**src/source/memMapPkg.sv**
```systemverilog
/* Address map, widths, register offsets, reset values and chip-side update codes
   shared by the memory map blocks and the testbench through scoped names */
`default_nettype none

package memMapPkg;

  localparam int dataW = 8;
  localparam int addrW = 16;
  localparam int ramAddrBits = 12;  // RAM aliases modulo 2**ramAddrBits

  typedef logic [dataW-1:0] byteT;
  typedef logic [addrW-1:0] addrT;

  localparam logic [3:0] ioPage = 4'hD;  // D000-DFFF never reaches RAM
  localparam addrT anticBase = 16'hD400;
  localparam addrT gtiaBase = 16'hD000;
  localparam int anticRegCount = 16;
  localparam int gtiaRegCount = 32;
  localparam int anticOfsW = $clog2(anticRegCount);
  localparam int gtiaOfsW = $clog2(gtiaRegCount);

  // ANTIC offsets, 6 and 8 unused
  localparam logic [anticOfsW-1:0] dmactlOfs = 4'h0;
  localparam logic [anticOfsW-1:0] chactlOfs = 4'h1;
  localparam logic [anticOfsW-1:0] dlistlOfs = 4'h2;
  localparam logic [anticOfsW-1:0] dlisthOfs = 4'h3;
  localparam logic [anticOfsW-1:0] hscrolOfs = 4'h4;
  localparam logic [anticOfsW-1:0] vscrolOfs = 4'h5;
  localparam logic [anticOfsW-1:0] pmbaseOfs = 4'h7;
  localparam logic [anticOfsW-1:0] chbaseOfs = 4'h9;
  localparam logic [anticOfsW-1:0] wsyncOfs = 4'hA;
  localparam logic [anticOfsW-1:0] vcountOfs = 4'hB;
  localparam logic [anticOfsW-1:0] penhOfs = 4'hC;
  localparam logic [anticOfsW-1:0] penvOfs = 4'hD;
  localparam logic [anticOfsW-1:0] nmienOfs = 4'hE;
  localparam logic [anticOfsW-1:0] nmistOfs = 4'hF;

  // GTIA offsets
  localparam logic [gtiaOfsW-1:0] hposP0Ofs = 5'h00;
  localparam logic [gtiaOfsW-1:0] colPf0Ofs = 5'h16;
  localparam logic [gtiaOfsW-1:0] colPf1Ofs = 5'h17;
  localparam logic [gtiaOfsW-1:0] colPf2Ofs = 5'h18;
  localparam logic [gtiaOfsW-1:0] colPf3Ofs = 5'h19;
  localparam logic [gtiaOfsW-1:0] colBkOfs = 5'h1A;
  localparam logic [gtiaOfsW-1:0] priorOfs = 5'h1B;
  localparam logic [gtiaOfsW-1:0] gractlOfs = 5'h1D;
  localparam logic [gtiaOfsW-1:0] hitclrOfs = 5'h1E;

  localparam logic [anticRegCount-1:0] anticCpuWrMask = 16'hC2BF;  // Offsets the CPU stores into
  localparam logic [gtiaRegCount-1:0] gtiaCpuWrMask = 32'hBFFF_FFFF;  // All but HITCLR
  localparam logic [gtiaRegCount-1:0] gtiaUpdMask = 32'h801F_FFFF;  // 00-14 and 1F

  localparam byteT dmactlRst = 8'h02;
  localparam byteT dlisthRst = 8'hA0;
  localparam byteT chbaseRst = 8'hE0;
  localparam byteT colPf0Rst = 8'hD8;
  localparam byteT colPf1Rst = 8'h4C;
  localparam byteT colPf2Rst = 8'h40;
  localparam byteT colPf3Rst = 8'h1A;
  localparam byteT colBkRst = 8'h70;
  localparam byteT hposP0Rst = 8'h56;

  typedef enum logic [2:0] {
    updNone,
    updDlistLow,
    updDlistBoth,  // High byte of the update data goes to DLISTH
    updVcount,
    updPenh,
    updPenv,
    updNmist
  } anticUpdT;

endpackage

`default_nettype wire
```
**src/source/regAccessIf.sv**
```systemverilog
/* Access channel from the CPU bus port to one memory map target */
`default_nettype none
`timescale 1ns/10ps

interface regAccessIf;

  logic sel;  // Request accepted this cycle
  logic write;
  memMapPkg::addrT addr;  // Full address, targets use only their low bits
  memMapPkg::byteT wdata;
  memMapPkg::byteT rdata;  // Registered, valid one cycle after a read sel

  modport host (
    output sel, write, addr, wdata,
    input rdata
  );

  modport target (
    input sel, write, addr, wdata,
    output rdata
  );

endinterface

`default_nettype wire

```
**src/source/gtiaRegs.sv**
```systemverilog
/* GTIA register bank: 32 registers with CPU readback, chip-side collision
   and trigger updates with CPU priority, color outputs and the HITCLR strobe */
`default_nettype none
`timescale 1ns/10ps

module gtiaRegs (
  input  logic                           Fclk,
  input  logic                           rstN,
  regAccessIf.target                     bus,
  input  logic                           gtiaUpdEn,
  input  logic [memMapPkg::gtiaOfsW-1:0] gtiaUpdIdx,
  input  memMapPkg::byteT                gtiaUpdData,
  output memMapPkg::byteT                colPf0,
  output memMapPkg::byteT                colPf1,
  output memMapPkg::byteT                colPf2,
  output memMapPkg::byteT                colPf3,
  output memMapPkg::byteT                colBk,
  output memMapPkg::byteT                prior,
  output memMapPkg::byteT                gractl,
  output logic                           hitclrStrobe
);

  memMapPkg::byteT regFile [memMapPkg::gtiaRegCount];
  logic [memMapPkg::gtiaOfsW-1:0] ofs;
  logic [memMapPkg::gtiaRegCount-1:0] ofsHot;
  logic [memMapPkg::gtiaRegCount-1:0] updHot;
  logic cpuWr;

  assign ofs = bus.addr[memMapPkg::gtiaOfsW-1:0];
  assign cpuWr = bus.sel && bus.write;

  always_comb begin
    ofsHot = '0;
    ofsHot[ofs] = 1'b1;
    updHot = '0;
    updHot[gtiaUpdIdx] = gtiaUpdEn;
  end

  always_ff @(posedge Fclk) begin
    if (!rstN) begin
      for (int i = 0; i < memMapPkg::gtiaRegCount; i++) begin
        regFile[i] <= '0;
      end
      regFile[memMapPkg::hposP0Ofs] <= memMapPkg::hposP0Rst;
      regFile[memMapPkg::colPf0Ofs] <= memMapPkg::colPf0Rst;
      regFile[memMapPkg::colPf1Ofs] <= memMapPkg::colPf1Rst;
      regFile[memMapPkg::colPf2Ofs] <= memMapPkg::colPf2Rst;
      regFile[memMapPkg::colPf3Ofs] <= memMapPkg::colPf3Rst;
      regFile[memMapPkg::colBkOfs] <= memMapPkg::colBkRst;
      hitclrStrobe <= 1'b0;
    end else begin
      for (int i = 0; i < memMapPkg::gtiaRegCount; i++) begin
        if (cpuWr && ofsHot[i] && memMapPkg::gtiaCpuWrMask[i]) begin
          regFile[i] <= bus.wdata;  // CPU wins over a same-cycle update
        end else if (updHot[i] && memMapPkg::gtiaUpdMask[i]) begin
          regFile[i] <= gtiaUpdData;
        end
      end
      hitclrStrobe <= cpuWr && (ofs == memMapPkg::hitclrOfs);
    end
  end

  always_ff @(posedge Fclk) begin
    if (bus.sel && !bus.write) begin
      bus.rdata <= regFile[ofs];  // HITCLR slot is never written and reads 00
    end
  end

  assign colPf0 = regFile[memMapPkg::colPf0Ofs];
  assign colPf1 = regFile[memMapPkg::colPf1Ofs];
  assign colPf2 = regFile[memMapPkg::colPf2Ofs];
  assign colPf3 = regFile[memMapPkg::colPf3Ofs];
  assign colBk = regFile[memMapPkg::colBkOfs];
  assign prior = regFile[memMapPkg::priorOfs];
  assign gractl = regFile[memMapPkg::gractlOfs];

  gtiaUpdIdxA: assert property (@(posedge Fclk) disable iff (!rstN)
    gtiaUpdEn |-> memMapPkg::gtiaUpdMask[gtiaUpdIdx]);

endmodule

`default_nettype wire

```
**src/flat_wrapper.sv**
```systemverilog
// flat-port wrapper written by rule: the top's interface ports become plain ports
module gtiaRegs_flat 
  (Fclk, rstN, gtiaUpdEn, gtiaUpdIdx, gtiaUpdData, colPf0, colPf1, colPf2, colPf3, colBk, prior, gractl, hitclrStrobe, bus_sel, bus_write, bus_addr, bus_wdata, bus_rdata);
  regAccessIf bus_i ();
  input  logic Fclk;
  input  logic rstN;
  input  logic gtiaUpdEn;
  input  logic [memMapPkg::gtiaOfsW-1:0] gtiaUpdIdx;
  input  memMapPkg::byteT gtiaUpdData;
  output memMapPkg::byteT colPf0;
  output memMapPkg::byteT colPf1;
  output memMapPkg::byteT colPf2;
  output memMapPkg::byteT colPf3;
  output memMapPkg::byteT colBk;
  output memMapPkg::byteT prior;
  output memMapPkg::byteT gractl;
  output logic hitclrStrobe;
  input wire logic [$bits(bus_i.sel)-1:0] bus_sel;
  input wire logic [$bits(bus_i.write)-1:0] bus_write;
  input wire logic [$bits(bus_i.addr)-1:0] bus_addr;
  input wire logic [$bits(bus_i.wdata)-1:0] bus_wdata;
  output wire logic [$bits(bus_i.rdata)-1:0] bus_rdata;
  assign bus_i.sel = bus_sel;
  assign bus_i.write = bus_write;
  assign bus_i.addr = bus_addr;
  assign bus_i.wdata = bus_wdata;
  assign bus_rdata = bus_i.rdata;
  gtiaRegs u_core (.Fclk(Fclk), .rstN(rstN), .bus(bus_i), .gtiaUpdEn(gtiaUpdEn), .gtiaUpdIdx(gtiaUpdIdx), .gtiaUpdData(gtiaUpdData), .colPf0(colPf0), .colPf1(colPf1), .colPf2(colPf2), .colPf3(colPf3), .colBk(colBk), .prior(prior), .gractl(gractl), .hitclrStrobe(hitclrStrobe));
endmodule
```
**config.mk**
```make
export PLATFORM = sky130hd
export DESIGN_NAME = gtiaRegs_flat
export DESIGN_NICKNAME = d
export VERILOG_FILES = /design/src/source/memMapPkg.sv /design/src/source/regAccessIf.sv /design/src/source/gtiaRegs.sv /design/src/flat_wrapper.sv
export SDC_FILE = /design/constraint.sdc
export NUM_CORES = 1
export LEC_CHECK = 0
export BUFFER_PORTS_ARGS = -buffer_cell sky130_fd_sc_hd__buf_4
export CAP_MARGIN = 20
export CORE_MARGIN = 4
export CORE_UTILIZATION = 58
export DETAILED_ROUTE_END_ITERATION = 10
export PLACE_DENSITY = 0.78
export SLEW_MARGIN = 40
export SYNTH_ARGS = -nofsm -noshare
export SYNTH_HDL_FRONTEND = slang
export SYNTH_SLANG_ARGS = --single-unit
```
**constraint.sdc**
```tcl
create_clock -name Fclk -period 2.7 [get_ports Fclk]
set_input_delay 0 -clock Fclk [delete_from_list [all_inputs] [get_ports Fclk]]
set_output_delay 0 -clock Fclk [all_outputs]
set_load 0.02 [all_outputs]
```
==> summary.md <==
| Metric | Value |
|---|---|
| CTS max path bufs | `3` |
| Die height | `155.1 um` |
| Worst Setup End Kind | `flop` |
| Cell area power density | `666.2 nW/um^2` |
| Final Hold Violating Endpoints | `0` |
| WP buf/inv | `2` |
| Startpoint Class | `input port` |
| Dpl hpwl | `25.09 mm` |
| Port Buffer Count | `95` |
| Hold wc startpoint | `gtiaUpdData[4]` |
| Syn Inst Count | `836` |
| RSZ-0062 raised after global routing | `no` |
| P&R area growth vs syn | `15.70%` |
| LEAKAGE | `5.140 nW` |
| Rel. slew slack | `43.00%` |
| Async S/R FF share, synth | `0%` |
| Max Cap Viol | `0` |
| Die width | `155.1 um` |
| GR Layer Usage met3 | `9.235%` |
| Worst EP arrival | `2.62 ns` |
| Core Box Area | `21150 um^2` |
| Min-delay worst type | `input port to flop` |
| Average size of a mapped cell | `15.00 um^2` |
| Worst-Margin Slew | `0.8533 ns` |
| DRT Wirelength | `38.57 mm` |
| Full die area | `24040 um^2` |
| Hold path cells | `3` |
| Register Area | `7707 um^2` |
| End of the worst register-to-register path | `u_core.bus.rdata[1]` |
| Row Count | `53` |
| Fin crit share | `89.33%` |
| Total grt overflow | `0` |
| ANT nets after route | `0` |
| Initial core utilization | `59.29%` |
| # nets final | `967` |
| Hold Path End | `u_core.regFile[18][4]` |
| Crit-path cells | `dlygate4sd3_1 > buf_4 > nand2_1 > or2_0 > nor3b_2 > or3b_1` |
| Total CTS buffers | `27` |
| Vias in the first global route | `8730` |
| M1 GR Usage | `42.84%` |
| Status | `finished clean` |
| Initial antenna violation count | `2` |
| Root Driver | `clkbuf_16` |
| Share of cells above drive strength 1 | `28.47%` |
| Synthesized area | `12540 um^2` |
| Post-route DRC | `0` |
| Initial DRC count | `1330` |
| CTS sink cnt | `257` |
| Endpoints failing setup | `0` |
| R2R depth | `4` |
| Worst VDD drop | `470.2 uV` |
| Final RePlAce weighted congestion | `0.9663` |
| I/O pin cnt | `107` |
| Max H-tree Level | `1` |
| TNS Setup | `0 ns` |
| Req. time, crit path | `2.91 ns` |
| Main synth FF type | `edfxtp_1` |
| Post-synthesis sequential area ratio | `61.45%` |
| First-pass GRT wire length | `56.32 mm` |
| GR peak layer | `met2` |
| Critical path origin | `rstN` |
| Multi-input combinational cell area | `4451 um^2` |
| Post-synth EDFFs | `256` |
| Largest net degree at the start of global routing | `30` |
| Crit-path leading delay family | `simple AND/OR/NAND/NOR gates` |
| RR Startpoint | `u_core.regFile[24][1]` |
| Syn Nets | `878` |
| Flops & latches, synth | `257` |
| WL per Instance | `31.61 um` |
| CTS tree | `done` |
| Synth cell types | `56` |
| Crit path largest cell delay | `0.60 ns` |
| Clock slew at reported path FFs | `0.06 ns` |
| GR Util All Layers | `31.72%` |
| Vias | `8912` |
| Fmax | `0.4146 GHz` |
| M2 GR Usage | `49.22%` |
| ANT cells | `0` |
| Worst Setup Path Type | `input port to flop` |
| Placed cell areas | `13490 um^2` |
| Setup slack, reg-to-reg | `0.84 ns` |
| Worst-Skew Late Latency | `0.55 ns` |
| Final Max Slew Viols | `0` |
| Crit path max fanout | `26` |
| Drt first pass iters | `5` |
| Fill count | `1413` |
| Post-layout minimum cycle time | `2.412 ns` |
| Via-to-Cell Ratio | `7.305` |
| Clock Skews | `0.01509 ns` |
| Critical Path Slowest Stage Cell | `nor3b_2` |
| Yosys Warn Count | `0` |
| Design Area, Final | `14510 um^2` |
## sequential cells by signal, indices dropped and copies added (netlist names)
name	cells
u_core.regFile	248
u_core.bus.rdata	8
u_core.hitclrStrobe	1
## worst reg2reg max path: stages (launching register included)
cell and delay (ns):
edfxtp_1 0.44, mux4_2 0.54, a22oi_1 0.25, o211a_1 0.24
nand3_1 0.11
## worst max path at each step
stage | cells after the start | slack (ns) | end
finish | 6 | 0.29 | u_core.regFile[6][6]
global route | 6 | 0.21 | u_core.regFile[2][2]
CTS | 6 | 0.33 | u_core.regFile[2][2]
detailed placement | 5 | 0.34 | u_core.regFile[2][4]
global placement | 5 | 0.43 | u_core.regFile[6][6]
floorplan | 3 | 0.66 | u_core.regFile[18][0]
## power breakdown
part           switching (mW)  total, mW  internal (mW)
Clock                    1.55       3.78           2.23
Sequential              0.109       4.80           4.69
Combinational           0.684       1.09          0.410
Total                    2.35       9.67           7.32
## cell type report
cell class                 instances  area share (%)
clock buffer                      34           5.113
sequential                       257           53.11
tap                              275           2.371
inverter                          18          0.4656
clock inverter                    15           1.052
timing repair buffer             136           7.225
multi-input combinational        485           30.67
## cell usage after synthesis, drive strengths merged (2+ instances only)
cell type / number / area share [%]
mux2: 28 / 2.5
a22oi: 28 / 1.7
and3b: 5 / 0.37
and4b: 2 / 0.16
or3b: 7 / 0.49
o211ai: 2 / 0.12
nand2: 58 / 1.7
buf: 23 / 0.98
a221oi: 3 / 0.21
a22o: 132 / 9.2
nor4b: 2 / 0.26
a21oi: 2 / 0.080
o22ai: 2 / 0.10
mux4: 50 / 9.0
o221a: 4 / 0.36
edfxtp: 256 / 61
inv: 14 / 0.42
nand2b: 11 / 0.55
nor2b: 9 / 0.45
a2111oi: 2 / 0.44
and4: 2 / 0.14
nand3: 12 / 0.48
nor3b: 9 / 0.74
nand4: 2 / 0.10
mux2i: 16 / 1.3
and3: 13 / 0.65
o21ai: 26 / 1.0
clkinv: 4 / 0.12
nor2: 19 / 0.69
nor4: 2 / 0.10
o311ai: 3 / 0.21
nand4b: 2 / 0.14
nand3b: 13 / 0.78
nor3: 2 / 0.080
o211a: 7 / 0.56
clkbuf: 53 / 1.6
## through the flow
stage	setup WS, ns	util [%]	total power, mW	std cells	hold WS (ns)
floorplan	0.6594	-	5.442	836	0.1778
global placement	0.4335	63.73	5.891	1157	0.4158
detailed placement	0.3423	63.75	5.926	1158	0.4303
CTS	0.3318	68.55	9.635	1219	0.00008635
global route	0.2090	68.60	9.889	1220	0.02538
finish	0.2882	68.60	9.669	1220	0.01515
## layer usage
metal  part of all wire [%]  wire length, um
met5                  0.075               29
met4                    4.3             1662
met1                     35            13470
met2                     47            18070
met3                     14             5328
## cells by family (layout without fill, tap and decap cells)
kind of cell,Yosys count,after routing,share of synthesized area (%)
simple gates,176,176,8.319
buf+inv,94,203,3.102
compound gates,215,215,14.36
mux,94,94,12.77
flops,257,257,61.45
## placed cells by master, fill, tap and decap left out, types with 14 or more instances in the layout
cell	instances
nand2_1	58
o21ai_0	25
inv_1	14
a22o_1	132
edfxtp_1	256
buf_4	123
mux4_2	50
mux2_2	28
clkbuf_16	27
mux2i_1	16
nor2_1	15
a22oi_1	28
## timing repair
action,4_1_cts,5_1_grt
buffers inserted,0,0
endpoints found under the hold margin,67,0
hold buffers,12,0
endpoints found under the setup margin,0,0
gates resized for setup,0,0
No activity file was read; power rests on OpenSTA's default activity.
