### src/source/memMapPkg.sv
/* Address map, widths, register offsets, reset values and chip-side update codes
   shared by the memory map blocks and the testbench through scoped names */
`default_nettype none

package memMapPkg;

  localparam int dataW = 8;
  localparam int addrW = 16;
  localparam int ramAddrBits = 12;  // RAM aliases modulo 2**ramAddrBits

  typedef logic [dataW-1:0] byteT;
  typedef logic [addrW-1:0] addrT;

  localparam logic [3:0] ioPage = 4'hD;  // D000-DFFF never reaches RAM
  localparam addrT anticBase = 16'hD400;
  localparam addrT gtiaBase = 16'hD000;
  localparam int anticRegCount = 16;
  localparam int gtiaRegCount = 32;
  localparam int anticOfsW = $clog2(anticRegCount);
  localparam int gtiaOfsW = $clog2(gtiaRegCount);

  // ANTIC offsets, 6 and 8 unused
  localparam logic [anticOfsW-1:0] dmactlOfs = 4'h0;
  localparam logic [anticOfsW-1:0] chactlOfs = 4'h1;
  localparam logic [anticOfsW-1:0] dlistlOfs = 4'h2;
  localparam logic [anticOfsW-1:0] dlisthOfs = 4'h3;
  localparam logic [anticOfsW-1:0] hscrolOfs = 4'h4;
  localparam logic [anticOfsW-1:0] vscrolOfs = 4'h5;
  localparam logic [anticOfsW-1:0] pmbaseOfs = 4'h7;
  localparam logic [anticOfsW-1:0] chbaseOfs = 4'h9;
  localparam logic [anticOfsW-1:0] wsyncOfs = 4'hA;
  localparam logic [anticOfsW-1:0] vcountOfs = 4'hB;
  localparam logic [anticOfsW-1:0] penhOfs = 4'hC;
  localparam logic [anticOfsW-1:0] penvOfs = 4'hD;
  localparam logic [anticOfsW-1:0] nmienOfs = 4'hE;
  localparam logic [anticOfsW-1:0] nmistOfs = 4'hF;

  // GTIA offsets
  localparam logic [gtiaOfsW-1:0] hposP0Ofs = 5'h00;
  localparam logic [gtiaOfsW-1:0] colPf0Ofs = 5'h16;
  localparam logic [gtiaOfsW-1:0] colPf1Ofs = 5'h17;
  localparam logic [gtiaOfsW-1:0] colPf2Ofs = 5'h18;
  localparam logic [gtiaOfsW-1:0] colPf3Ofs = 5'h19;
  localparam logic [gtiaOfsW-1:0] colBkOfs = 5'h1A;
  localparam logic [gtiaOfsW-1:0] priorOfs = 5'h1B;
  localparam logic [gtiaOfsW-1:0] gractlOfs = 5'h1D;
  localparam logic [gtiaOfsW-1:0] hitclrOfs = 5'h1E;

  localparam logic [anticRegCount-1:0] anticCpuWrMask = 16'hC2BF;  // Offsets the CPU stores into
  localparam logic [gtiaRegCount-1:0] gtiaCpuWrMask = 32'hBFFF_FFFF;  // All but HITCLR
  localparam logic [gtiaRegCount-1:0] gtiaUpdMask = 32'h801F_FFFF;  // 00-14 and 1F

  localparam byteT dmactlRst = 8'h02;
  localparam byteT dlisthRst = 8'hA0;
  localparam byteT chbaseRst = 8'hE0;
  localparam byteT colPf0Rst = 8'hD8;
  localparam byteT colPf1Rst = 8'h4C;
  localparam byteT colPf2Rst = 8'h40;
  localparam byteT colPf3Rst = 8'h1A;
  localparam byteT colBkRst = 8'h70;
  localparam byteT hposP0Rst = 8'h56;

  typedef enum logic [2:0] {
    updNone,
    updDlistLow,
    updDlistBoth,  // High byte of the update data goes to DLISTH
    updVcount,
    updPenh,
    updPenv,
    updNmist
  } anticUpdT;

endpackage

`default_nettype wire
### src/source/regAccessIf.sv
/* Access channel from the CPU bus port to one memory map target */
`default_nettype none
`timescale 1ns/10ps

interface regAccessIf;

  logic sel;  // Request accepted this cycle
  logic write;
  memMapPkg::addrT addr;  // Full address, targets use only their low bits
  memMapPkg::byteT wdata;
  memMapPkg::byteT rdata;  // Registered, valid one cycle after a read sel

  modport host (
    output sel, write, addr, wdata,
    input rdata
  );

  modport target (
    input sel, write, addr, wdata,
    output rdata
  );

endinterface

`default_nettype wire

### src/source/cpuBusPort.sv
/* CPU side of the memory map: valid/ready request handshake, address decode
   to RAM, ANTIC or GTIA, and the one-cycle read response with back-pressure */
`default_nettype none
`timescale 1ns/10ps

module cpuBusPort (
  input  logic            Fclk,
  input  logic            rstN,
  input  logic            reqValid,
  output logic            reqReady,
  input  logic            reqWrite,
  input  memMapPkg::addrT reqAddr,
  input  memMapPkg::byteT reqData,
  output logic            rspValid,
  input  logic            rspReady,
  output memMapPkg::byteT rspData,
  regAccessIf.host        ramIf,
  regAccessIf.host        anticIf,
  regAccessIf.host        gtiaIf
);

  typedef enum logic [1:0] {tgtNone, tgtRam, tgtAntic, tgtGtia} tgtT;

  logic readyEn;  // Low in reset, high from the first cycle after
  logic accept;
  tgtT reqTgt;
  tgtT rspTgt;  // Target of the read in flight

  assign reqReady = readyEn && (!rspValid || rspReady);
  assign accept = reqValid && reqReady;

  always_comb begin
    if (reqAddr[memMapPkg::addrW-1 -: $bits(memMapPkg::ioPage)] != memMapPkg::ioPage) begin
      reqTgt = tgtRam;
    end else if (reqAddr[memMapPkg::addrW-1:memMapPkg::anticOfsW] ==
                 memMapPkg::anticBase[memMapPkg::addrW-1:memMapPkg::anticOfsW]) begin
      reqTgt = tgtAntic;
    end else if (reqAddr[memMapPkg::addrW-1:memMapPkg::gtiaOfsW] ==
                 memMapPkg::gtiaBase[memMapPkg::addrW-1:memMapPkg::gtiaOfsW]) begin
      reqTgt = tgtGtia;
    end else begin
      reqTgt = tgtNone;  // Rest of the D page
    end
  end

  assign ramIf.sel = accept && (reqTgt == tgtRam);
  assign ramIf.write = reqWrite;
  assign ramIf.addr = reqAddr;
  assign ramIf.wdata = reqData;

  assign anticIf.sel = accept && (reqTgt == tgtAntic);
  assign anticIf.write = reqWrite;
  assign anticIf.addr = reqAddr;
  assign anticIf.wdata = reqData;

  assign gtiaIf.sel = accept && (reqTgt == tgtGtia);
  assign gtiaIf.write = reqWrite;
  assign gtiaIf.addr = reqAddr;
  assign gtiaIf.wdata = reqData;

  always_ff @(posedge Fclk) begin
    if (!rstN) begin
      readyEn <= 1'b0;
      rspValid <= 1'b0;
      rspTgt <= tgtNone;
    end else begin
      readyEn <= 1'b1;
      if (accept && !reqWrite) begin  // Writes give no response
        rspValid <= 1'b1;
        rspTgt <= reqTgt;
      end else if (rspReady) begin
        rspValid <= 1'b0;
      end
    end
  end

  // Target rdata only moves on a new read, so the mux holds under back-pressure
  always_comb begin
    case (rspTgt)
      tgtRam: rspData = ramIf.rdata;
      tgtAntic: rspData = anticIf.rdata;
      tgtGtia: rspData = gtiaIf.rdata;
      default: rspData = '0;
    endcase
  end

  rspHoldA: assert property (@(posedge Fclk) disable iff (!rstN)
    rspValid && !rspReady |=> rspValid && $stable(rspData));

endmodule

`default_nettype wire

### src/flat_wrapper.sv
// flat-port wrapper written by rule: the top's interface ports become plain ports
module cpuBusPort_flat 
  (Fclk, rstN, reqValid, reqReady, reqWrite, reqAddr, reqData, rspValid, rspReady, rspData, ramIf_sel, ramIf_write, ramIf_addr, ramIf_wdata, ramIf_rdata, anticIf_sel, anticIf_write, anticIf_addr, anticIf_wdata, anticIf_rdata, gtiaIf_sel, gtiaIf_write, gtiaIf_addr, gtiaIf_wdata, gtiaIf_rdata);
  regAccessIf ramIf_i ();
  regAccessIf anticIf_i ();
  regAccessIf gtiaIf_i ();
  input  logic Fclk;
  input  logic rstN;
  input  logic reqValid;
  output logic reqReady;
  input  logic reqWrite;
  input  memMapPkg::addrT reqAddr;
  input  memMapPkg::byteT reqData;
  output logic rspValid;
  input  logic rspReady;
  output memMapPkg::byteT rspData;
  output wire logic [$bits(ramIf_i.sel)-1:0] ramIf_sel;
  output wire logic [$bits(ramIf_i.write)-1:0] ramIf_write;
  output wire logic [$bits(ramIf_i.addr)-1:0] ramIf_addr;
  output wire logic [$bits(ramIf_i.wdata)-1:0] ramIf_wdata;
  input wire logic [$bits(ramIf_i.rdata)-1:0] ramIf_rdata;
  output wire logic [$bits(anticIf_i.sel)-1:0] anticIf_sel;
  output wire logic [$bits(anticIf_i.write)-1:0] anticIf_write;
  output wire logic [$bits(anticIf_i.addr)-1:0] anticIf_addr;
  output wire logic [$bits(anticIf_i.wdata)-1:0] anticIf_wdata;
  input wire logic [$bits(anticIf_i.rdata)-1:0] anticIf_rdata;
  output wire logic [$bits(gtiaIf_i.sel)-1:0] gtiaIf_sel;
  output wire logic [$bits(gtiaIf_i.write)-1:0] gtiaIf_write;
  output wire logic [$bits(gtiaIf_i.addr)-1:0] gtiaIf_addr;
  output wire logic [$bits(gtiaIf_i.wdata)-1:0] gtiaIf_wdata;
  input wire logic [$bits(gtiaIf_i.rdata)-1:0] gtiaIf_rdata;
  assign ramIf_sel = ramIf_i.sel;
  assign ramIf_write = ramIf_i.write;
  assign ramIf_addr = ramIf_i.addr;
  assign ramIf_wdata = ramIf_i.wdata;
  assign ramIf_i.rdata = ramIf_rdata;
  assign anticIf_sel = anticIf_i.sel;
  assign anticIf_write = anticIf_i.write;
  assign anticIf_addr = anticIf_i.addr;
  assign anticIf_wdata = anticIf_i.wdata;
  assign anticIf_i.rdata = anticIf_rdata;
  assign gtiaIf_sel = gtiaIf_i.sel;
  assign gtiaIf_write = gtiaIf_i.write;
  assign gtiaIf_addr = gtiaIf_i.addr;
  assign gtiaIf_wdata = gtiaIf_i.wdata;
  assign gtiaIf_i.rdata = gtiaIf_rdata;
  cpuBusPort u_core (.Fclk(Fclk), .rstN(rstN), .reqValid(reqValid), .reqReady(reqReady), .reqWrite(reqWrite), .reqAddr(reqAddr), .reqData(reqData), .rspValid(rspValid), .rspReady(rspReady), .rspData(rspData), .ramIf(ramIf_i), .anticIf(anticIf_i), .gtiaIf(gtiaIf_i));
endmodule
### config.mk
export PLATFORM = sky130hd
export DESIGN_NAME = cpuBusPort_flat
export DESIGN_NICKNAME = d
export VERILOG_FILES = /design/src/source/memMapPkg.sv /design/src/source/regAccessIf.sv /design/src/source/cpuBusPort.sv /design/src/flat_wrapper.sv
export SDC_FILE = /design/constraint.sdc
export NUM_CORES = 1
export LEC_CHECK = 0
export BUFFER_PORTS_ARGS = -buffer_cell sky130_fd_sc_hd__buf_2
export CORE_ASPECT_RATIO = 1.5
export CORE_MARGIN = 2
export CORE_UTILIZATION = 33
export DETAILED_ROUTE_END_ITERATION = 8
export PLACE_DENSITY = 0.95
export REMOVE_ABC_BUFFERS = 1
export SKIP_CTS_REPAIR_TIMING = 1
export SYNTH_ARGS = -nofsm -noshare
export SYNTH_HDL_FRONTEND = slang
export SYNTH_SLANG_ARGS = --single-unit
### constraint.sdc
create_clock -name Fclk -period 2.3 [get_ports Fclk]
set_input_delay 0.115 -clock Fclk [delete_from_list [all_inputs] [get_ports Fclk]]
set_output_delay 0.115 -clock Fclk [all_outputs]
set_load 0.05 [all_outputs]
==> run summary <==
run status = completed
dominant cell type by area after synthesis = sky130_fd_sc_hd__buf_4
total I/O pin count = 141
ordered cell list for the critical path = nor2b_1 > a22o_1 > buf_2
post-route minimum period = 1.98 ns
Worst Hold Depth = 1
I/O Buffers = 92
number of failing hold endpoints at the final stage = 0
combinational family with the most area after synthesis = buffers and inverters
average wire per cell in the routed design = 19.3 um
largest net degree at the start of global routing = 11
adder-cell area share of the yosys netlist = 0
number of distinct library cell variants in the gate-level netlist after synthesis = 26
simple-gate portion of the synthesized area = 0.125
share of the synthesized area in the top cell type = 0.556
Setup CP Type = flop to output pin
number of buffers added by the clock tree synthesis step = 3
clock slew seen by the registers of the worst setup and hold paths = 0.03 ns
Final period util = 0.861
most frequent cell after synthesis = sky130_fd_sc_hd__buf_4
share of synthesized area spent on multiplexers = 0.0926
share of final-layout standard cells stronger than drive strength 1 = 0.734
data arrival time of the critical path = 1.86 ns
max-cap viol count = 0
RSZ-0062 raised after global routing = false
Reg-to-Reg Start = u_core.rspValid
synthesized area per cell = 8.04 um2
overall power = 491 uW
row count = 24
number of flops mapped to enable cells by yosys = 0
Power Dens Cells = 501 nW/um2
warning count from the yosys run = 0
Gate Count Post-Synth = 126
number of clock sinks = 4
setup clock skew after layout = 0.000488 ns
wire length of the first global-routing pass = 4.59 mm
Gate power share = 0.552
switching part of the total = 0.486
beginning of the critical path = u_core.rspTgt[1]
longest individual stage delay on the worst path = 0.58 ns
residual DRC count = 0
worst relative slew slack = 0.577
Core ar. = 2910 um2
multi-input combinational cell area = 338 um2
RR Endpoint = u_core.rspTgt[1]
Clock power frac = 0.292
Nets = 198
startpoint class of the critical path = flop
end point of the most critical hold path = u_core.readyEn
total global routing track utilization = 0.189
antenna violations before repair = 0
critical path required time = 2.18 ns
flip-flop and latch area = 80.1 um2
net switching power = 239 uW
transition time at the pin with the least slew margin = 0.633 ns
sequential fraction of design power = 0.155
summed instance area of the synthesized netlist = 1010 um2
clock latency on the worst-skew pair = 0.21 ns
starting density of the core = 0.348
clock tree from TritonCTS = built
Post-Synth XOR/XNOR Area = 0
Synth top cells by count = 75 x sky130_fd_sc_hd__buf_4, 8 x sky130_fd_sc_hd__a22o_1, 6 x sky130_fd_sc_hd__mux2_2, 4 x sky130_fd_sc_hd__dfxtp_1, 4 x sky130_fd_sc_hd__nor3_1
post-route setup TNS = 0 ns
cell with the largest stage delay on the worst path = sky130_fd_sc_hd__nor2b_1
Hold Path Class = input pin to flop
Fillers = 331
Pre-antenna DRT Iters = 4
die extent in y = 71.9 um
Yosys reg bits = 4
maximum frequency from static timing analysis = 0.505 GHz
DRT antenna net count = 0
dominant synthesized flop cell = sky130_fd_sc_hd__dfxtp_1
hpwl dp = 3.19 mm
synthesized-area fraction occupied by ao, oa, aoi and oai cells = 0.116
Horiz. Die Dim = 49.3 um
cell leakage power = 0.000550 uW
portion of the post-synthesis area used by sequential elements = 0.0790
Die ar. = 3540 um2
vias after detailed routing = 871
Antenna Diode Count = 0
final setup violation count = 0
ys async rst share = 0
initial detailed-routing violation count = 24
R2R cell count = 3
clock root buffer = sky130_fd_sc_hd__clkbuf_8
type of element capturing the critical path = output pin
final wirelength = 3.52 mm
sum of overflow across all layers after global routing = 0
Final GP Congestion = 0.760
Reg2Reg Setup Slack = 1.21 ns
maximum clock insertion buffer count = 2
P_int = 252 uW
area growth from synthesis to layout = -3.33%
top post-synthesis cells by area = sky130_fd_sc_hd__buf_4 56%, sky130_fd_sc_hd__dfxtp_1 7.9%, sky130_fd_sc_hd__a22o_1 6.9%, sky130_fd_sc_hd__mux2_2 6.7%, sky130_fd_sc_hd__nor4_4 2.1%
biggest fanout along the worst timing path = 10
Max Slew Vio Count = 0
H-tree lvl count = 1
via count of the first global-routing pass = 769
worst vdd ir = 0.000383 V
hold path startpoint = rstN
via-per-instance ratio = 4.79
## registers in the layout (all words and copies together) (netlist names)
| signal | flops |
|---|---|
| u_core.readyEn | 1 |
| u_core.rspValid | 1 |
| u_core.rspTgt | 2 |
## per-stage QoR
stage	hold WS, ns	util	area, um2	setup slack, ns	std cells
2_1_floorplan	0.143	-	429	0.356	48
3_3_place_gp	0.231	0.322	938	0.630	179
3_5_place_dp	0.231	0.322	938	0.541	179
4_1_cts	0.0696	0.336	980	0.306	182
5_1_grt	0.0728	0.336	980	0.184	182
6_report	0.0789	0.336	980	0.320	182
## power groups by stage
stage,registers [uW],logic (uW),clock network [uW]
floorplan,78.2,48.1,0
global placement,76.9,272,0
detailed placement,77.0,272,0
CTS,76.2,273,147
global route,76.6,281,158
finish,76.2,271,143
## layout make-up
class / instances / area share
tap: 39 / 0.0498
multi-input combinational: 41 / 0.345
inverter: 3 / 0.0115
sequential: 4 / 0.0817
timing repair buffer: 92 / 0.470
clock buffer: 3 / 0.0421
## worst max path at each step
stage                 end  slack (ns)  cells past startpoint
2_1_floorplan  gtiaIf_sel        0.36                      3
3_3_place_gp   rspData[2]        0.63                      3
3_5_place_dp   rspData[1]        0.54                      3
4_1_cts        rspData[1]        0.31                      3
5_1_grt        rspData[0]        0.18                      3
6_report       rspData[1]        0.32                      3
## logic make-up (layout without fill, tap and decap cells)
group,after synthesis,count (layout)
mux,8,8
simple gates,19,19
buf+inv,81,98
flops,4,4
compound gates,14,14
## layer usage
metal	vias up	global-route usage	part of all wire
met5	-	0.0758	0
met4	0	0.117	0.070
met3	13	0.152	0.20
met2	110	0.303	0.43
met1	369	0.152	0.30
li1	379	-	-
## critical path, delay by kind of cell, from the launching register on
family | cells | cell delay [ns]
AOI/OAI and AO/OA | 1 | 0.26
buffers and inverters | 1 | 0.26
DFF | 1 | 0.55
and+or+nand+nor | 1 | 0.58
## layout by cell type, fill, tap and decap left out
cell	netlist	routed
sky130_fd_sc_hd__dfxtp_1	4	4
sky130_fd_sc_hd__a22o_1	8	8
sky130_fd_sc_hd__mux2_1	1	1
sky130_fd_sc_hd__mux2_2	6	6
sky130_fd_sc_hd__a21boi_1	1	1
sky130_fd_sc_hd__nand2_1	3	3
sky130_fd_sc_hd__o21a_1	1	1
sky130_fd_sc_hd__inv_1	3	3
sky130_fd_sc_hd__a211oi_2	1	1
sky130_fd_sc_hd__nor4_4	1	1
sky130_fd_sc_hd__buf_2	2	92
sky130_fd_sc_hd__nor2_1	1	1
sky130_fd_sc_hd__o22ai_1	1	1
sky130_fd_sc_hd__nand3_1	2	2
sky130_fd_sc_hd__nor2b_1	2	2
sky130_fd_sc_hd__nand4_1	1	1
sky130_fd_sc_hd__and2_1	2	2
sky130_fd_sc_hd__and4b_1	1	1
sky130_fd_sc_hd__a31oi_1	1	1
sky130_fd_sc_hd__nor3_1	4	4
sky130_fd_sc_hd__mux2_4	1	1
sky130_fd_sc_hd__nand2b_1	1	1
sky130_fd_sc_hd__a21boi_0	1	1
sky130_fd_sc_hd__clkbuf_8	0	3
sky130_fd_sc_hd__nor4_2	1	1
No activity file was read; power rests on OpenSTA's default activity.
