[src/source/memMapPkg.sv]
/* Address map, widths, register offsets, reset values and chip-side update codes
   shared by the memory map blocks and the testbench through scoped names */
`default_nettype none

package memMapPkg;

  localparam int dataW = 8;
  localparam int addrW = 16;
  localparam int ramAddrBits = 12;  // RAM aliases modulo 2**ramAddrBits

  typedef logic [dataW-1:0] byteT;
  typedef logic [addrW-1:0] addrT;

  localparam logic [3:0] ioPage = 4'hD;  // D000-DFFF never reaches RAM
  localparam addrT anticBase = 16'hD400;
  localparam addrT gtiaBase = 16'hD000;
  localparam int anticRegCount = 16;
  localparam int gtiaRegCount = 32;
  localparam int anticOfsW = $clog2(anticRegCount);
  localparam int gtiaOfsW = $clog2(gtiaRegCount);

  // ANTIC offsets, 6 and 8 unused
  localparam logic [anticOfsW-1:0] dmactlOfs = 4'h0;
  localparam logic [anticOfsW-1:0] chactlOfs = 4'h1;
  localparam logic [anticOfsW-1:0] dlistlOfs = 4'h2;
  localparam logic [anticOfsW-1:0] dlisthOfs = 4'h3;
  localparam logic [anticOfsW-1:0] hscrolOfs = 4'h4;
  localparam logic [anticOfsW-1:0] vscrolOfs = 4'h5;
  localparam logic [anticOfsW-1:0] pmbaseOfs = 4'h7;
  localparam logic [anticOfsW-1:0] chbaseOfs = 4'h9;
  localparam logic [anticOfsW-1:0] wsyncOfs = 4'hA;
  localparam logic [anticOfsW-1:0] vcountOfs = 4'hB;
  localparam logic [anticOfsW-1:0] penhOfs = 4'hC;
  localparam logic [anticOfsW-1:0] penvOfs = 4'hD;
  localparam logic [anticOfsW-1:0] nmienOfs = 4'hE;
  localparam logic [anticOfsW-1:0] nmistOfs = 4'hF;

  // GTIA offsets
  localparam logic [gtiaOfsW-1:0] hposP0Ofs = 5'h00;
  localparam logic [gtiaOfsW-1:0] colPf0Ofs = 5'h16;
  localparam logic [gtiaOfsW-1:0] colPf1Ofs = 5'h17;
  localparam logic [gtiaOfsW-1:0] colPf2Ofs = 5'h18;
  localparam logic [gtiaOfsW-1:0] colPf3Ofs = 5'h19;
  localparam logic [gtiaOfsW-1:0] colBkOfs = 5'h1A;
  localparam logic [gtiaOfsW-1:0] priorOfs = 5'h1B;
  localparam logic [gtiaOfsW-1:0] gractlOfs = 5'h1D;
  localparam logic [gtiaOfsW-1:0] hitclrOfs = 5'h1E;

  localparam logic [anticRegCount-1:0] anticCpuWrMask = 16'hC2BF;  // Offsets the CPU stores into
  localparam logic [gtiaRegCount-1:0] gtiaCpuWrMask = 32'hBFFF_FFFF;  // All but HITCLR
  localparam logic [gtiaRegCount-1:0] gtiaUpdMask = 32'h801F_FFFF;  // 00-14 and 1F

  localparam byteT dmactlRst = 8'h02;
  localparam byteT dlisthRst = 8'hA0;
  localparam byteT chbaseRst = 8'hE0;
  localparam byteT colPf0Rst = 8'hD8;
  localparam byteT colPf1Rst = 8'h4C;
  localparam byteT colPf2Rst = 8'h40;
  localparam byteT colPf3Rst = 8'h1A;
  localparam byteT colBkRst = 8'h70;
  localparam byteT hposP0Rst = 8'h56;

  typedef enum logic [2:0] {
    updNone,
    updDlistLow,
    updDlistBoth,  // High byte of the update data goes to DLISTH
    updVcount,
    updPenh,
    updPenv,
    updNmist
  } anticUpdT;

endpackage

`default_nettype wire
[src/source/regAccessIf.sv]
/* Access channel from the CPU bus port to one memory map target */
`default_nettype none
`timescale 1ns/10ps

interface regAccessIf;

  logic sel;  // Request accepted this cycle
  logic write;
  memMapPkg::addrT addr;  // Full address, targets use only their low bits
  memMapPkg::byteT wdata;
  memMapPkg::byteT rdata;  // Registered, valid one cycle after a read sel

  modport host (
    output sel, write, addr, wdata,
    input rdata
  );

  modport target (
    input sel, write, addr, wdata,
    output rdata
  );

endinterface

`default_nettype wire

[src/source/anticRegs.sv]
/* ANTIC register bank: CPU writes and reads, chip-side updates with CPU
   priority on the same register, and the WSYNC strobe */
`default_nettype none
`timescale 1ns/10ps

module anticRegs (
  input  logic                               Fclk,
  input  logic                               rstN,
  regAccessIf.target                         bus,
  input  memMapPkg::anticUpdT                anticUpd,
  input  logic [2*memMapPkg::dataW-1:0]      anticUpdData,
  output memMapPkg::byteT                    dmactl,
  output memMapPkg::byteT                    chactl,
  output memMapPkg::byteT                    hscrol,
  output memMapPkg::byteT                    vscrol,
  output memMapPkg::byteT                    pmbase,
  output memMapPkg::byteT                    chbase,
  output memMapPkg::byteT                    nmien,
  output memMapPkg::addrT                    dlistAddr,
  output logic                               wsyncStrobe
);

  memMapPkg::byteT regFile [memMapPkg::anticRegCount];
  logic [memMapPkg::anticOfsW-1:0] ofs;
  logic [memMapPkg::anticRegCount-1:0] ofsHot;
  logic [memMapPkg::anticRegCount-1:0] cpuHit;
  logic [memMapPkg::anticRegCount-1:0] updHit;
  logic cpuWr;
  logic wsyncWr;

  assign ofs = bus.addr[memMapPkg::anticOfsW-1:0];
  assign cpuWr = bus.sel && bus.write;
  assign wsyncWr = cpuWr && (ofs == memMapPkg::wsyncOfs);

  always_comb begin
    ofsHot = '0;
    ofsHot[ofs] = 1'b1;
  end

  // WSYNC, the read-only counters and the unused slots never store a CPU write
  assign cpuHit = cpuWr ? (ofsHot & memMapPkg::anticCpuWrMask) : '0;

  always_comb begin
    updHit = '0;
    case (anticUpd)
      memMapPkg::updDlistLow: updHit[memMapPkg::dlistlOfs] = 1'b1;
      memMapPkg::updDlistBoth: begin
        updHit[memMapPkg::dlistlOfs] = 1'b1;  // Each byte loses only to its own CPU write
        updHit[memMapPkg::dlisthOfs] = 1'b1;
      end
      memMapPkg::updVcount: updHit[memMapPkg::vcountOfs] = 1'b1;
      memMapPkg::updPenh: updHit[memMapPkg::penhOfs] = 1'b1;
      memMapPkg::updPenv: updHit[memMapPkg::penvOfs] = 1'b1;
      memMapPkg::updNmist: updHit[memMapPkg::nmistOfs] = 1'b1;
      default: ;
    endcase
  end

  always_ff @(posedge Fclk) begin
    if (!rstN) begin
      for (int i = 0; i < memMapPkg::anticRegCount; i++) begin
        regFile[i] <= '0;
      end
      regFile[memMapPkg::dmactlOfs] <= memMapPkg::dmactlRst;
      regFile[memMapPkg::dlisthOfs] <= memMapPkg::dlisthRst;
      regFile[memMapPkg::chbaseOfs] <= memMapPkg::chbaseRst;
      wsyncStrobe <= 1'b0;
    end else begin
      for (int i = 0; i < memMapPkg::anticRegCount; i++) begin
        if (cpuHit[i]) begin
          regFile[i] <= bus.wdata;
        end else if (updHit[i]) begin
          regFile[i] <= (i == memMapPkg::dlisthOfs) ? anticUpdData[15:8] : anticUpdData[7:0];
        end
      end
      wsyncStrobe <= wsyncWr;
    end
  end

  // Slots 6, 8 and A stay at zero, so they read 00 without a mask
  always_ff @(posedge Fclk) begin
    if (bus.sel && !bus.write) begin
      bus.rdata <= regFile[ofs];
    end
  end

  assign dmactl = regFile[memMapPkg::dmactlOfs];
  assign chactl = regFile[memMapPkg::chactlOfs];
  assign hscrol = regFile[memMapPkg::hscrolOfs];
  assign vscrol = regFile[memMapPkg::vscrolOfs];
  assign pmbase = regFile[memMapPkg::pmbaseOfs];
  assign chbase = regFile[memMapPkg::chbaseOfs];
  assign nmien = regFile[memMapPkg::nmienOfs];
  assign dlistAddr = {regFile[memMapPkg::dlisthOfs], regFile[memMapPkg::dlistlOfs]};

  // Code 7 has no register and would be dropped silently
  anticUpdCodeA: assert property (@(posedge Fclk) disable iff (!rstN)
    !$isunknown(anticUpd) && (anticUpd <= memMapPkg::updNmist));

endmodule

`default_nettype wire

[src/flat_wrapper.sv]
// flat-port wrapper written by rule: the top's interface ports become plain ports
module anticRegs_flat 
  (Fclk, rstN, anticUpd, anticUpdData, dmactl, chactl, hscrol, vscrol, pmbase, chbase, nmien, dlistAddr, wsyncStrobe, bus_sel, bus_write, bus_addr, bus_wdata, bus_rdata);
  regAccessIf bus_i ();
  input  logic Fclk;
  input  logic rstN;
  input  memMapPkg::anticUpdT anticUpd;
  input  logic [2*memMapPkg::dataW-1:0] anticUpdData;
  output memMapPkg::byteT dmactl;
  output memMapPkg::byteT chactl;
  output memMapPkg::byteT hscrol;
  output memMapPkg::byteT vscrol;
  output memMapPkg::byteT pmbase;
  output memMapPkg::byteT chbase;
  output memMapPkg::byteT nmien;
  output memMapPkg::addrT dlistAddr;
  output logic wsyncStrobe;
  input wire logic [$bits(bus_i.sel)-1:0] bus_sel;
  input wire logic [$bits(bus_i.write)-1:0] bus_write;
  input wire logic [$bits(bus_i.addr)-1:0] bus_addr;
  input wire logic [$bits(bus_i.wdata)-1:0] bus_wdata;
  output wire logic [$bits(bus_i.rdata)-1:0] bus_rdata;
  assign bus_i.sel = bus_sel;
  assign bus_i.write = bus_write;
  assign bus_i.addr = bus_addr;
  assign bus_i.wdata = bus_wdata;
  assign bus_rdata = bus_i.rdata;
  anticRegs u_core (.Fclk(Fclk), .rstN(rstN), .bus(bus_i), .anticUpd(anticUpd), .anticUpdData(anticUpdData), .dmactl(dmactl), .chactl(chactl), .hscrol(hscrol), .vscrol(vscrol), .pmbase(pmbase), .chbase(chbase), .nmien(nmien), .dlistAddr(dlistAddr), .wsyncStrobe(wsyncStrobe));
endmodule
[config.mk]
export PLATFORM = sky130hd
export DESIGN_NAME = anticRegs_flat
export DESIGN_NICKNAME = d
export VERILOG_FILES = /design/src/source/memMapPkg.sv /design/src/source/regAccessIf.sv /design/src/source/anticRegs.sv /design/src/flat_wrapper.sv
export SDC_FILE = /design/constraint.sdc
export NUM_CORES = 1
export LEC_CHECK = 0
export BUFFER_PORTS_ARGS = -buffer_cell sky130_fd_sc_hd__buf_2
export CAP_MARGIN = 10
export CORE_UTILIZATION = 30
export DETAILED_ROUTE_END_ITERATION = 10
export GPL_ROUTABILITY_DRIVEN = 0
export GPL_TIMING_DRIVEN = 0
export PLACE_DENSITY = 0.45
export SYNTH_ARGS = -nofsm -noshare
export SYNTH_HDL_FRONTEND = slang
export SYNTH_SLANG_ARGS = --single-unit
[constraint.sdc]
create_clock -name Fclk -period 2.3 [get_ports Fclk]
set_input_delay 0.46 -clock Fclk [delete_from_list [all_inputs] [get_ports Fclk]]
set_output_delay 0.46 -clock Fclk [all_outputs]
set_load 0.02 [all_outputs]
==> flow_summary.yaml, run 1 <==
logic_synthesis:
  synth.area.mux_share: 0.158
  yosysTopAreaCell: "edfxtp_1"
  yosysTopAreaCellShare: 0.575
  synth_top_cells_by_count: "edfxtp_1, nor2_1, nand2_1"
  synth_ff_type: "edfxtp_1"
  synth_compound_area_frac: 0.0772
  avgSynthCellArea_um2: 12.7
  seq_area_frac_synth: 0.606
  synth_area_um2: 5850
  synthSimpleGateAreaFrac: 0.118
  synth_xor_xnor_area_share: 0.00150
  ys_warn_count: 0
  yosys-top-cells-area: "edfxtp_1, mux2i_1, nor2_1"
  synthAdderAreaFrac: 0
  synth_top_family_by_area: "multiplexers"
  yosysMostFrequentCell: "edfxtp_1"
  synthCells: 460
  ys_types: 39
  postSynth.asyncResetShare: 0
  synth_nets: 507
  ys_ff_latch: 121
  synth_edf_count: 112
grt:
  grt_pass1_wl_um: 28800
  first_global_vias: 4347
  gr-total-overflow: 0
  grt_use_total: 0.207
  grt_max_degree: 18
  grt_antenna_before_repair: 0
drt:
  top_layer: "met4"
  wirelength_um: 20100
  routed-wl-met3_um: 896
  routedWlPerCell_um: 23.3
  first_iter_violations: 482
  drt_pass1_iterations: 5
  drt-vias-per-instance: 5.05
  drc: 0
  vias: 4362
  dr_wl_met2_um: 9110
  antenna_left: 0
  m1WireLength_um: 9410
sta:
  rsz0062_at_grt: "no"
  finalHoldViolCount: 0
  setup_viol: 0
  relSlewSlack: 0.458
  fin_crit_ns: 2.13
  post-route-period-util: 0.927
  worst_slew_pin_slew_ns: 0.813
  timing.hold.ws_ns: 0.387
  fmax_mhz: 469
  drv_slew: 0
  finalWorstSetupSlack_ns: 0.168
  skew_ns: 0.00755
cts:
  htreeDepth: 4
  clk_latency_ns: 0.43
  cts_root_buf: "clkbuf_16"
  clock-sinks: 121
  clk_pin_slew_ns: 0.05
  cts_hold_buf: 0
  clockBufferDepth: 2
  post_cts_resized: 0
  post_cts.repair.setup_buffers: 0
  cts_tree: "yes"
  cts_buffers: 17
pwr:
  combPwrFrac: 0.124
  p_leak_nw: 2.91
  seqPwrFrac: 0.440
  p_per_area_nw_per_um2: 832
  p_clk_frac: 0.437
  p_sw_w: 0.00157
  p_int_w: 0.00452
  swShare: 0.258
  max-vdd-ir-drop_v: 0.000515
final_layout:
  final_cells: 864
  fin_area_um2: 7320
  drive_gt1_frac: 0.320
  nets: 638
  area_delta_synth_final_pct: 25.1
  diodes: 0
  utilization: 0.387
placement:
  postPlaceCellArea_um2: 6730
  dp_slack_ns: -0.310
  hpwl_um: 14900
  dp_cells: 832
  io_buffers: 112
status:
  status: "completed"
floorplanning:
  start_util: 0.310
  die_w_um: 142
  die-area_um2: 20100
  die_height_um: 142
  fp.coreArea_um2: 18900
  row_count: 50
  boundaryPins: 128
min_path:
  hold_class: "input pin to register"
worst_setup_path:
  crit_type: "input pin to register"
  required_ns: 2.34
  worstSetupEndpointType: "register"
  startpoint_type: "input pin"
  crit_path_max_fanout: 10
  critPathArrivalTime_ns: 2.18
run:
  cap_violations: 0
-- layer usage --
layer	vias up	global-route usage
met2	169	0.311
met3	37	0.0381
met5	-	0
li1	1986	-
met4	0	0.0956
met1	2170	0.289
-- cells in the final DEF, fill, tap and decap left out, types with 2 or more instances in the layout --
| master | instances |
|---|---|
| and2_1 | 2 |
| mux2_2 | 15 |
| inv_1 | 14 |
| o22ai_1 | 8 |
| nand2b_1 | 2 |
| clkinvlp_4 | 4 |
| nand3_1 | 12 |
| bufinv_16 | 3 |
| o21ai_1 | 4 |
| clkbuf_16 | 17 |
| o21ai_0 | 7 |
| mux4_2 | 8 |
| nand3b_1 | 3 |
| a21oi_1 | 12 |
| buf_4 | 3 |
| mux2_1 | 19 |
| buf_6 | 6 |
| clkbuf_1 | 8 |
| o32ai_1 | 8 |
| and2b_1 | 2 |
| mux2i_1 | 36 |
| nand2_1 | 43 |
| buf_1 | 2 |
| buf_2 | 122 |
| a221oi_1 | 15 |
| nor2_1 | 81 |
| a211oi_2 | 6 |
| edfxtp_1 | 112 |
| clkinv_2 | 3 |
| dfxtp_1 | 9 |
| clkinv_1 | 4 |
-- per-stage QoR --
stage                     setup TNS [ns]  total power [W]
after CTS                              0          0.00611
after global routing                   0          0.00625
after detailed placement          -14.51          0.00347
after floorplan                        0          0.00313
after global placement            -15.56          0.00347
final                                  0          0.00609
-- final timing paths --
kind	start	end	slack (ns)	depth (start not counted)
max	rstN	u_core.regFile[14][7]	0.17	4
min	anticUpdData[13]	u_core.regFile[3][5]	0.39	4
max reg2reg	u_core.regFile[7][3]	u_core.bus.rdata[3]	0.58	3
min reg2reg	u_core.regFile[3][3]	u_core.regFile[3][3]	0.64	2
-- worst max-delay path, cell delays in order --
cell and delay, ns:
buf_2 0.16, clkbuf_1 0.46, buf_1 0.58, nand2_1 0.50
-- registers in the layout (all words and copies together) (netlist names) --
register            cells
u_core.bus.rdata        8
u_core.wsyncStrobe      1
u_core.regFile        112
-- area by class of cell --
| cell class | instances | area [um^2] |
|---|---|---|
| fill | 1905 | 11600 |
| timing repair buffer | 112 | 561 |
| multi-input combinational | 296 | 2070 |
| tap | 260 | 325 |
| buffer | 29 | 178 |
| clock inverter | 15 | 159 |
| inverter | 14 | 52.6 |
| clock buffer | 17 | 425 |
| sequential | 121 | 3540 |
-- cells by family after synthesis --
logic type,count (synthesis)
multiplexers,78
AND/OR/NAND/NOR,156
flip-flops,121
XOR/XNOR,1
AO/OA/AOI/OAI,61
buffers and inverters,43
-- power by group through the flow --
stage	combinational (W)	sequential [W]	clock, W
finish	0.000753	0.00268	0.00266
global route	0.000801	0.00269	0.00276
CTS	0.000754	0.00268	0.00267
detailed placement	0.000751	0.00272	0
global placement	0.000749	0.00272	0
floorplan	0.000333	0.00280	0
Power figures use the tool's default switching activity.
==> run 2: changes to the inputs <==
--- a/config.mk
+++ b/config.mk
@@ -5,7 +5,8 @@
 export SDC_FILE = /design/constraint.sdc
 export NUM_CORES = 1
 export LEC_CHECK = 0
-export BUFFER_PORTS_ARGS = -buffer_cell sky130_fd_sc_hd__buf_2
+export ABC_AREA = 1
+export BUFFER_PORTS_ARGS = -buffer_cell sky130_fd_sc_hd__clkbuf_2
 export CAP_MARGIN = 10
 export CORE_UTILIZATION = 30
 export DETAILED_ROUTE_END_ITERATION = 10
==> flow_summary.yaml, run 2 <==
floorplanning:
  boundaryPins: 128
  row_count: 51
  die-area_um2: 20600
  fp.coreArea_um2: 19500
  start_util: 0.308
  die_height_um: 144
  die_w_um: 144
cts:
  post_cts.repair.setup_buffers: 0
  post_cts_resized: 0
  cts_root_buf: "clkbuf_16"
  htreeDepth: 4
  cts_hold_buf: 0
  clock-sinks: 121
  clk_pin_slew_ns: 0.06
  clk_latency_ns: 0.42
  clockBufferDepth: 2
  cts_buffers: 17
  cts_tree: "yes"
grt:
  gr-total-overflow: 0
  grt-busiest-layer: "met2"
  grt_pass1_wl_um: 29500
  first_global_vias: 4846
  met2_usage: 0.337
  grt_use_total: 0.207
  grt_antenna_before_repair: 0
  grt_max_degree: 17
  met1_usage: 0.277
  grt_util_met3: 0.0387
final_layout:
  final_cells: 1048
  top_register: "u_core.regFile"
  drive_gt1_frac: 0.266
  nets: 817
  area_delta_synth_final_pct: 24.1
  fillCellCount: 2063
  utilization: 0.382
  final_common_cell: "nand2_1"
  largest_reg_flops: 112
  diodes: 0
  layout_common_cells: "nand2_1, clkbuf_2, edfxtp_1, nor2_1, nand3_1"
  top_regs: "u_core.regFile (112), u_core.bus.rdata (8), u_core.wsyncStrobe (1)"
logic_synthesis:
  synth_edf_count: 112
  synth_ff_type: "edfxtp_1"
  synthCells: 637
  synth_nets: 684
  postSynth.asyncResetShare: 0
  synth_top_cells_by_count: "nand2_1, edfxtp_1, nor2_1"
  ys_types: 30
  synth_area_um2: 6010
  ys_warn_count: 0
  avgSynthCellArea_um2: 9.43
  yosysMostFrequentCell: "nand2_1"
  seq_area_frac_synth: 0.590
  ys_ff_latch: 121
  yosys-top-cells-area: "edfxtp_1, nand2_1, nand3_1"
  yosysTopAreaCellShare: 0.560
  yosysTopAreaCell: "edfxtp_1"
sta:
  fin_crit_ns: 1.98
  skew_ns: 0.00589
  worst_slew_pin_slew_ns: 0.750
  drv_slew: 0
  relSlewSlack: 0.495
  finalWorstSetupSlack_ns: 0.323
  fmax_mhz: 506
  setup_viol: 0
  post-route-period-util: 0.860
  rsz0062_at_grt: "no"
  finalHoldViolCount: 0
worst_setup_path:
  worstSetupEndpointType: "register"
  r2r_start: "u_core.regFile[2][3]"
  startpoint_type: "input pin"
  worst_path_dominant_cell_family: "buffers and inverters"
  critPathArrivalTime_ns: 2.15
  required_ns: 2.48
  slowest_delay_ns: 0.54
  worstPathCellList: "clkbuf_2, buf_2, clkbuf_1, o21ai_0, buf_4"
  cp_slowest_cell: "clkbuf_1"
  crit_buf_inv: 4
  cp-startpoint: "rstN"
  crit_path_max_fanout: 10
  crit_type: "input pin to register"
pwr:
  seqPwrFrac: 0.453
  p_clk_frac: 0.421
  p_leak_nw: 3.23
  p_sw_w: 0.00158
  p_per_area_nw_per_um2: 791
  swShare: 0.267
  combPwrFrac: 0.125
  max-vdd-ir-drop_v: 0.000492
  p_int_w: 0.00432
placement:
  dp_slack_ns: -0.0653
  dp_cells: 1016
  io_buffers: 113
  hpwl_um: 15600
drt:
  first_iter_violations: 432
  wirelength_um: 20200
  drt_pass1_iterations: 5
  routedWlPerCell_um: 19.3
  drt-vias-per-instance: 4.76
  drc: 0
  antenna_left: 0
  vias: 4991
min_path:
  hold_start: "anticUpdData[4]"
  hold_class: "input pin to register"
status:
  status: "completed"
run:
  cap_violations: 0
-- run 2: cell types whose count changed after synthesis, moves of 16 or more --
| cell | before | now |
|---|---|---|
| inv_1 | 14 | 37 |
| nand3_1 | 12 | 57 |
| o22ai_1 | 8 | 24 |
| mux2_1 | 19 | 0 |
| mux2i_1 | 36 | 0 |
| nand2_1 | 43 | 222 |
-- run 2: stage by stage --
step           hold slack (ns)  power, W  cell area [um^2]  setup TNS [ns]
6_report                 0.381   0.00590              7460               0
3_5_place_dp             0.528   0.00346              6910          -0.326
3_3_place_gp             0.520   0.00346              6910           -1.90
4_1_cts                  0.357   0.00593              7460               0
5_1_grt                  0.397   0.00610              7460               0
2_1_floorplan            0.536   0.00314              6010               0
-- run 2: worst register-to-register path, cell delays in order, from the launching register on --
cell and delay [ns]:
edfxtp_1 0.43, nand3_1 0.12, nand2_1 0.05, o21ai_0 0.39
nand4_1 0.17
-- run 2: metal layers --
metal | vias to the layer above | wire length, um
li1 | 2419 | -
met1 | 2374 | 9240
met2 | 182 | 9580
met3 | 16 | 1140
met4 | 0 | 232
met5 | - | 0
-- run 2: path summary, 6_finish.rpt --
kind	cells past startpoint	slack, ns	end
max	5	0.32	u_core.regFile[14][0]
min	3	0.38	u_core.regFile[15][4]
max reg2reg	4	0.85	u_core.bus.rdata[3]
min reg2reg	2	0.52	u_core.regFile[3][7]
-- run 2: area by class of cell --
| class | count | area (um^2) | share of cell area |
|---|---|---|---|
| Buffer | 23 | 149 | 0.0200 |
| Clock buffer | 25 | 508 | 0.0681 |
| Multi-Input combinational cell | 449 | 2140 | 0.287 |
| Timing Repair Buffer | 114 | 573 | 0.0768 |
| Sequential cell | 121 | 3540 | 0.475 |
| Clock inverter | 7 | 37.5 | 0.00503 |
| Tap cell | 265 | 332 | 0.0444 |
| Inverter | 44 | 173 | 0.0231 |
-- run 2: cells by family after synthesis --
group / share of synthesized area
AND/OR/NAND/NOR: 0.300
flip-flops: 0.590
AO/OA/AOI/OAI: 0.0564
buffers and inverters: 0.0535
-- run 2: power by group through the flow --
stage / Combinational [W] / Clock (W) / Sequential [W]
2_1_floorplan: 0.000335 / 0 / 0.00280
3_3_place_gp: 0.000742 / 0 / 0.00272
5_1_grt: 0.000804 / 0.00261 / 0.00269
6_report: 0.000740 / 0.00248 / 0.00267
4_1_cts: 0.000747 / 0.00251 / 0.00267
3_5_place_dp: 0.000745 / 0 / 0.00272
==> run 3: changes to the inputs <==
--- a/config.mk
+++ b/config.mk
@@ -5,14 +5,15 @@
 export SDC_FILE = /design/constraint.sdc
 export NUM_CORES = 1
 export LEC_CHECK = 0
-export ABC_AREA = 1
 export BUFFER_PORTS_ARGS = -buffer_cell sky130_fd_sc_hd__clkbuf_2
 export CAP_MARGIN = 10
+export CORE_MARGIN = 5
 export CORE_UTILIZATION = 30
 export DETAILED_ROUTE_END_ITERATION = 10
 export GPL_ROUTABILITY_DRIVEN = 0
 export GPL_TIMING_DRIVEN = 0
 export PLACE_DENSITY = 0.45
+export RECOVER_POWER = 100
 export SYNTH_ARGS = -nofsm -noshare
 export SYNTH_HDL_FRONTEND = slang
 export SYNTH_SLANG_ARGS = --single-unit
==> flow_summary.yaml, run 3 (same netlist as run 1, synthesis figures left out) <==
pwr:
  max-vdd-ir-drop_v: 0.000517
  swShare: 0.254
  combPwrFrac: 0.120
  p_clk_frac: 0.436
  p_int_w: 0.00450
  seqPwrFrac: 0.445
  p_leak_nw: 2.62
  p_per_area_nw_per_um2: 843
  p_sw_w: 0.00153
floorplanning:
  fp.coreArea_um2: 19300
  boundaryPins: 128
  start_util: 0.302
  die-area_um2: 22400
  row_count: 51
  die_height_um: 150
  die_w_um: 150
final_layout:
  nets: 638
  drive_gt1_frac: 0.146
  top_register: "u_core.regFile"
  top_regs: "u_core.regFile (112), u_core.bus.rdata (8), u_core.wsyncStrobe (1)"
  diodes: 0
  layout_common_cells: "edfxtp_1, clkbuf_1, nor2_1, nand2_1, mux2i_1"
  final_cells: 868
  largest_reg_flops: 112
  fin_area_um2: 7150
  area_delta_synth_final_pct: 22.3
  final_common_cell: "edfxtp_1"
placement:
  hpwl_um: 15400
  io_buffers: 112
  dp_cells: 837
  postPlaceCellArea_um2: 6740
  dp_slack_ns: -0.243
grt:
  grt_max_degree: 18
  gr-total-overflow: 0
  grt_pass1_wl_um: 29200
  grt_use_total: 0.181
  first_global_vias: 4578
  grt_antenna_before_repair: 0
sta:
  setup_viol: 0
  timing.hold.ws_ns: 0.392
  relSlewSlack: 0.409
  fin_crit_ns: 2.15
  rsz0062_at_grt: "no"
  drv_slew: 0
  skew_ns: 0.00825
  post-route-period-util: 0.933
  fmax_mhz: 466
  finalWorstSetupSlack_ns: 0.155
  worst_slew_pin_slew_ns: 0.887
  finalHoldViolCount: 0
cts:
  htreeDepth: 4
  cts_tree: "yes"
  post_cts_resized: 0
  cts_hold_buf: 0
  clockBufferDepth: 2
  post_cts.repair.setup_buffers: 0
  clk_pin_slew_ns: 0.06
  cts_root_buf: "clkbuf_16"
  cts_buffers: 17
  clk_latency_ns: 0.42
  clock-sinks: 121
status:
  status: "completed"
drt:
  dr_wl_met2_um: 9260
  first_iter_violations: 390
  vias: 4386
  top_layer: "met4"
  drt-vias-per-instance: 5.05
  routedWlPerCell_um: 23.4
  antenna_left: 0
  wirelength_um: 20300
  m1WireLength_um: 9090
  drt_pass1_iterations: 5
  drc: 0
  routed-wl-met3_um: 1270
worst_setup_path:
  critPathArrivalTime_ns: 2.20
  worstSetupEndpointType: "register"
  required_ns: 2.36
  startpoint_type: "input pin"
  slowest_delay_ns: 0.66
  crit_top_cell: "clkbuf_1"
  cp_slowest_cell: "nor3b_1"
  worstPathCellList: "clkbuf_1, nor3b_1, clkbuf_1, nand2b_1"
  crit_path_max_fanout: 10
  crit_type: "input pin to register"
run:
  cap_violations: 0
min_path:
  hold_class: "input pin to register"
run 3: cell count changes in the layout (fill, tap and decap cells not counted), moves of 10 or more:
| cell | delta |
|---|---|
| nand2_1 | -179 |
| nand3_1 | -44 |
| mux2_1 | +19 |
| mux2_2 | +15 |
| o22ai_1 | -16 |
| a21oi_1 | +10 |
| inv_1 | -23 |
| mux2i_1 | +36 |
| clkbuf_1 | +102 |
| clkbuf_2 | -91 |
| a221oi_1 | +15 |
run 3: path summary, 6_finish.rpt:
path                                           start               endpoint  slack [ns]  depth (start not counted)
worst min-delay path                anticUpdData[15]   u_core.regFile[3][7]        0.39                          4
worst min register to register  u_core.regFile[3][3]   u_core.regFile[3][3]        0.62                          2
worst max register to register  u_core.regFile[7][3]    u_core.bus.rdata[3]        0.57                          3
worst max-delay path                     anticUpd[1]  u_core.regFile[12][7]        0.15                          4
run 3: power by group through the flow:
stage | combinational, W | sequential (W) | clock, W
2_1_floorplan | 0.000333 | 0.00280 | 0
3_3_place_gp | 0.000750 | 0.00272 | 0
3_5_place_dp | 0.000753 | 0.00272 | 0
4_1_cts | 0.000755 | 0.00268 | 0.00265
5_1_grt | 0.000771 | 0.00269 | 0.00275
6_report | 0.000721 | 0.00268 | 0.00263
run 3: layer usage:
layer  global-route usage  vias up
met1                0.242     2177
met3               0.0421       28
li1                     -     1988
met4               0.0709        0
met5                    0        -
met2                0.285      193
run 3: area by class of cell:
cell class	instances	area (um^2)
fillers	2000	12200
clock inverters	10	128
inverters	14	52.6
clock buffers	21	440
well taps	265	332
multi-input cells	296	2050
repair buffers	112	448
plain buffers	29	156
flip-flops and latches	121	3540
run 3: metrics by stage:
stage,setup TNS [ns],util,power [W]
floorplan,0,-,0.00313
global placement,-17.09,0.349,0.00347
detailed placement,-10.83,0.349,0.00348
CTS,0,0.378,0.00608
global route,0,0.370,0.00621
finish,0,0.370,0.00603
run 3: worst max-delay path: cells and delay by family:
family	cells	cell delay (ns)
and+or+nand+nor	2	1.14
buffers and inverters	2	0.60
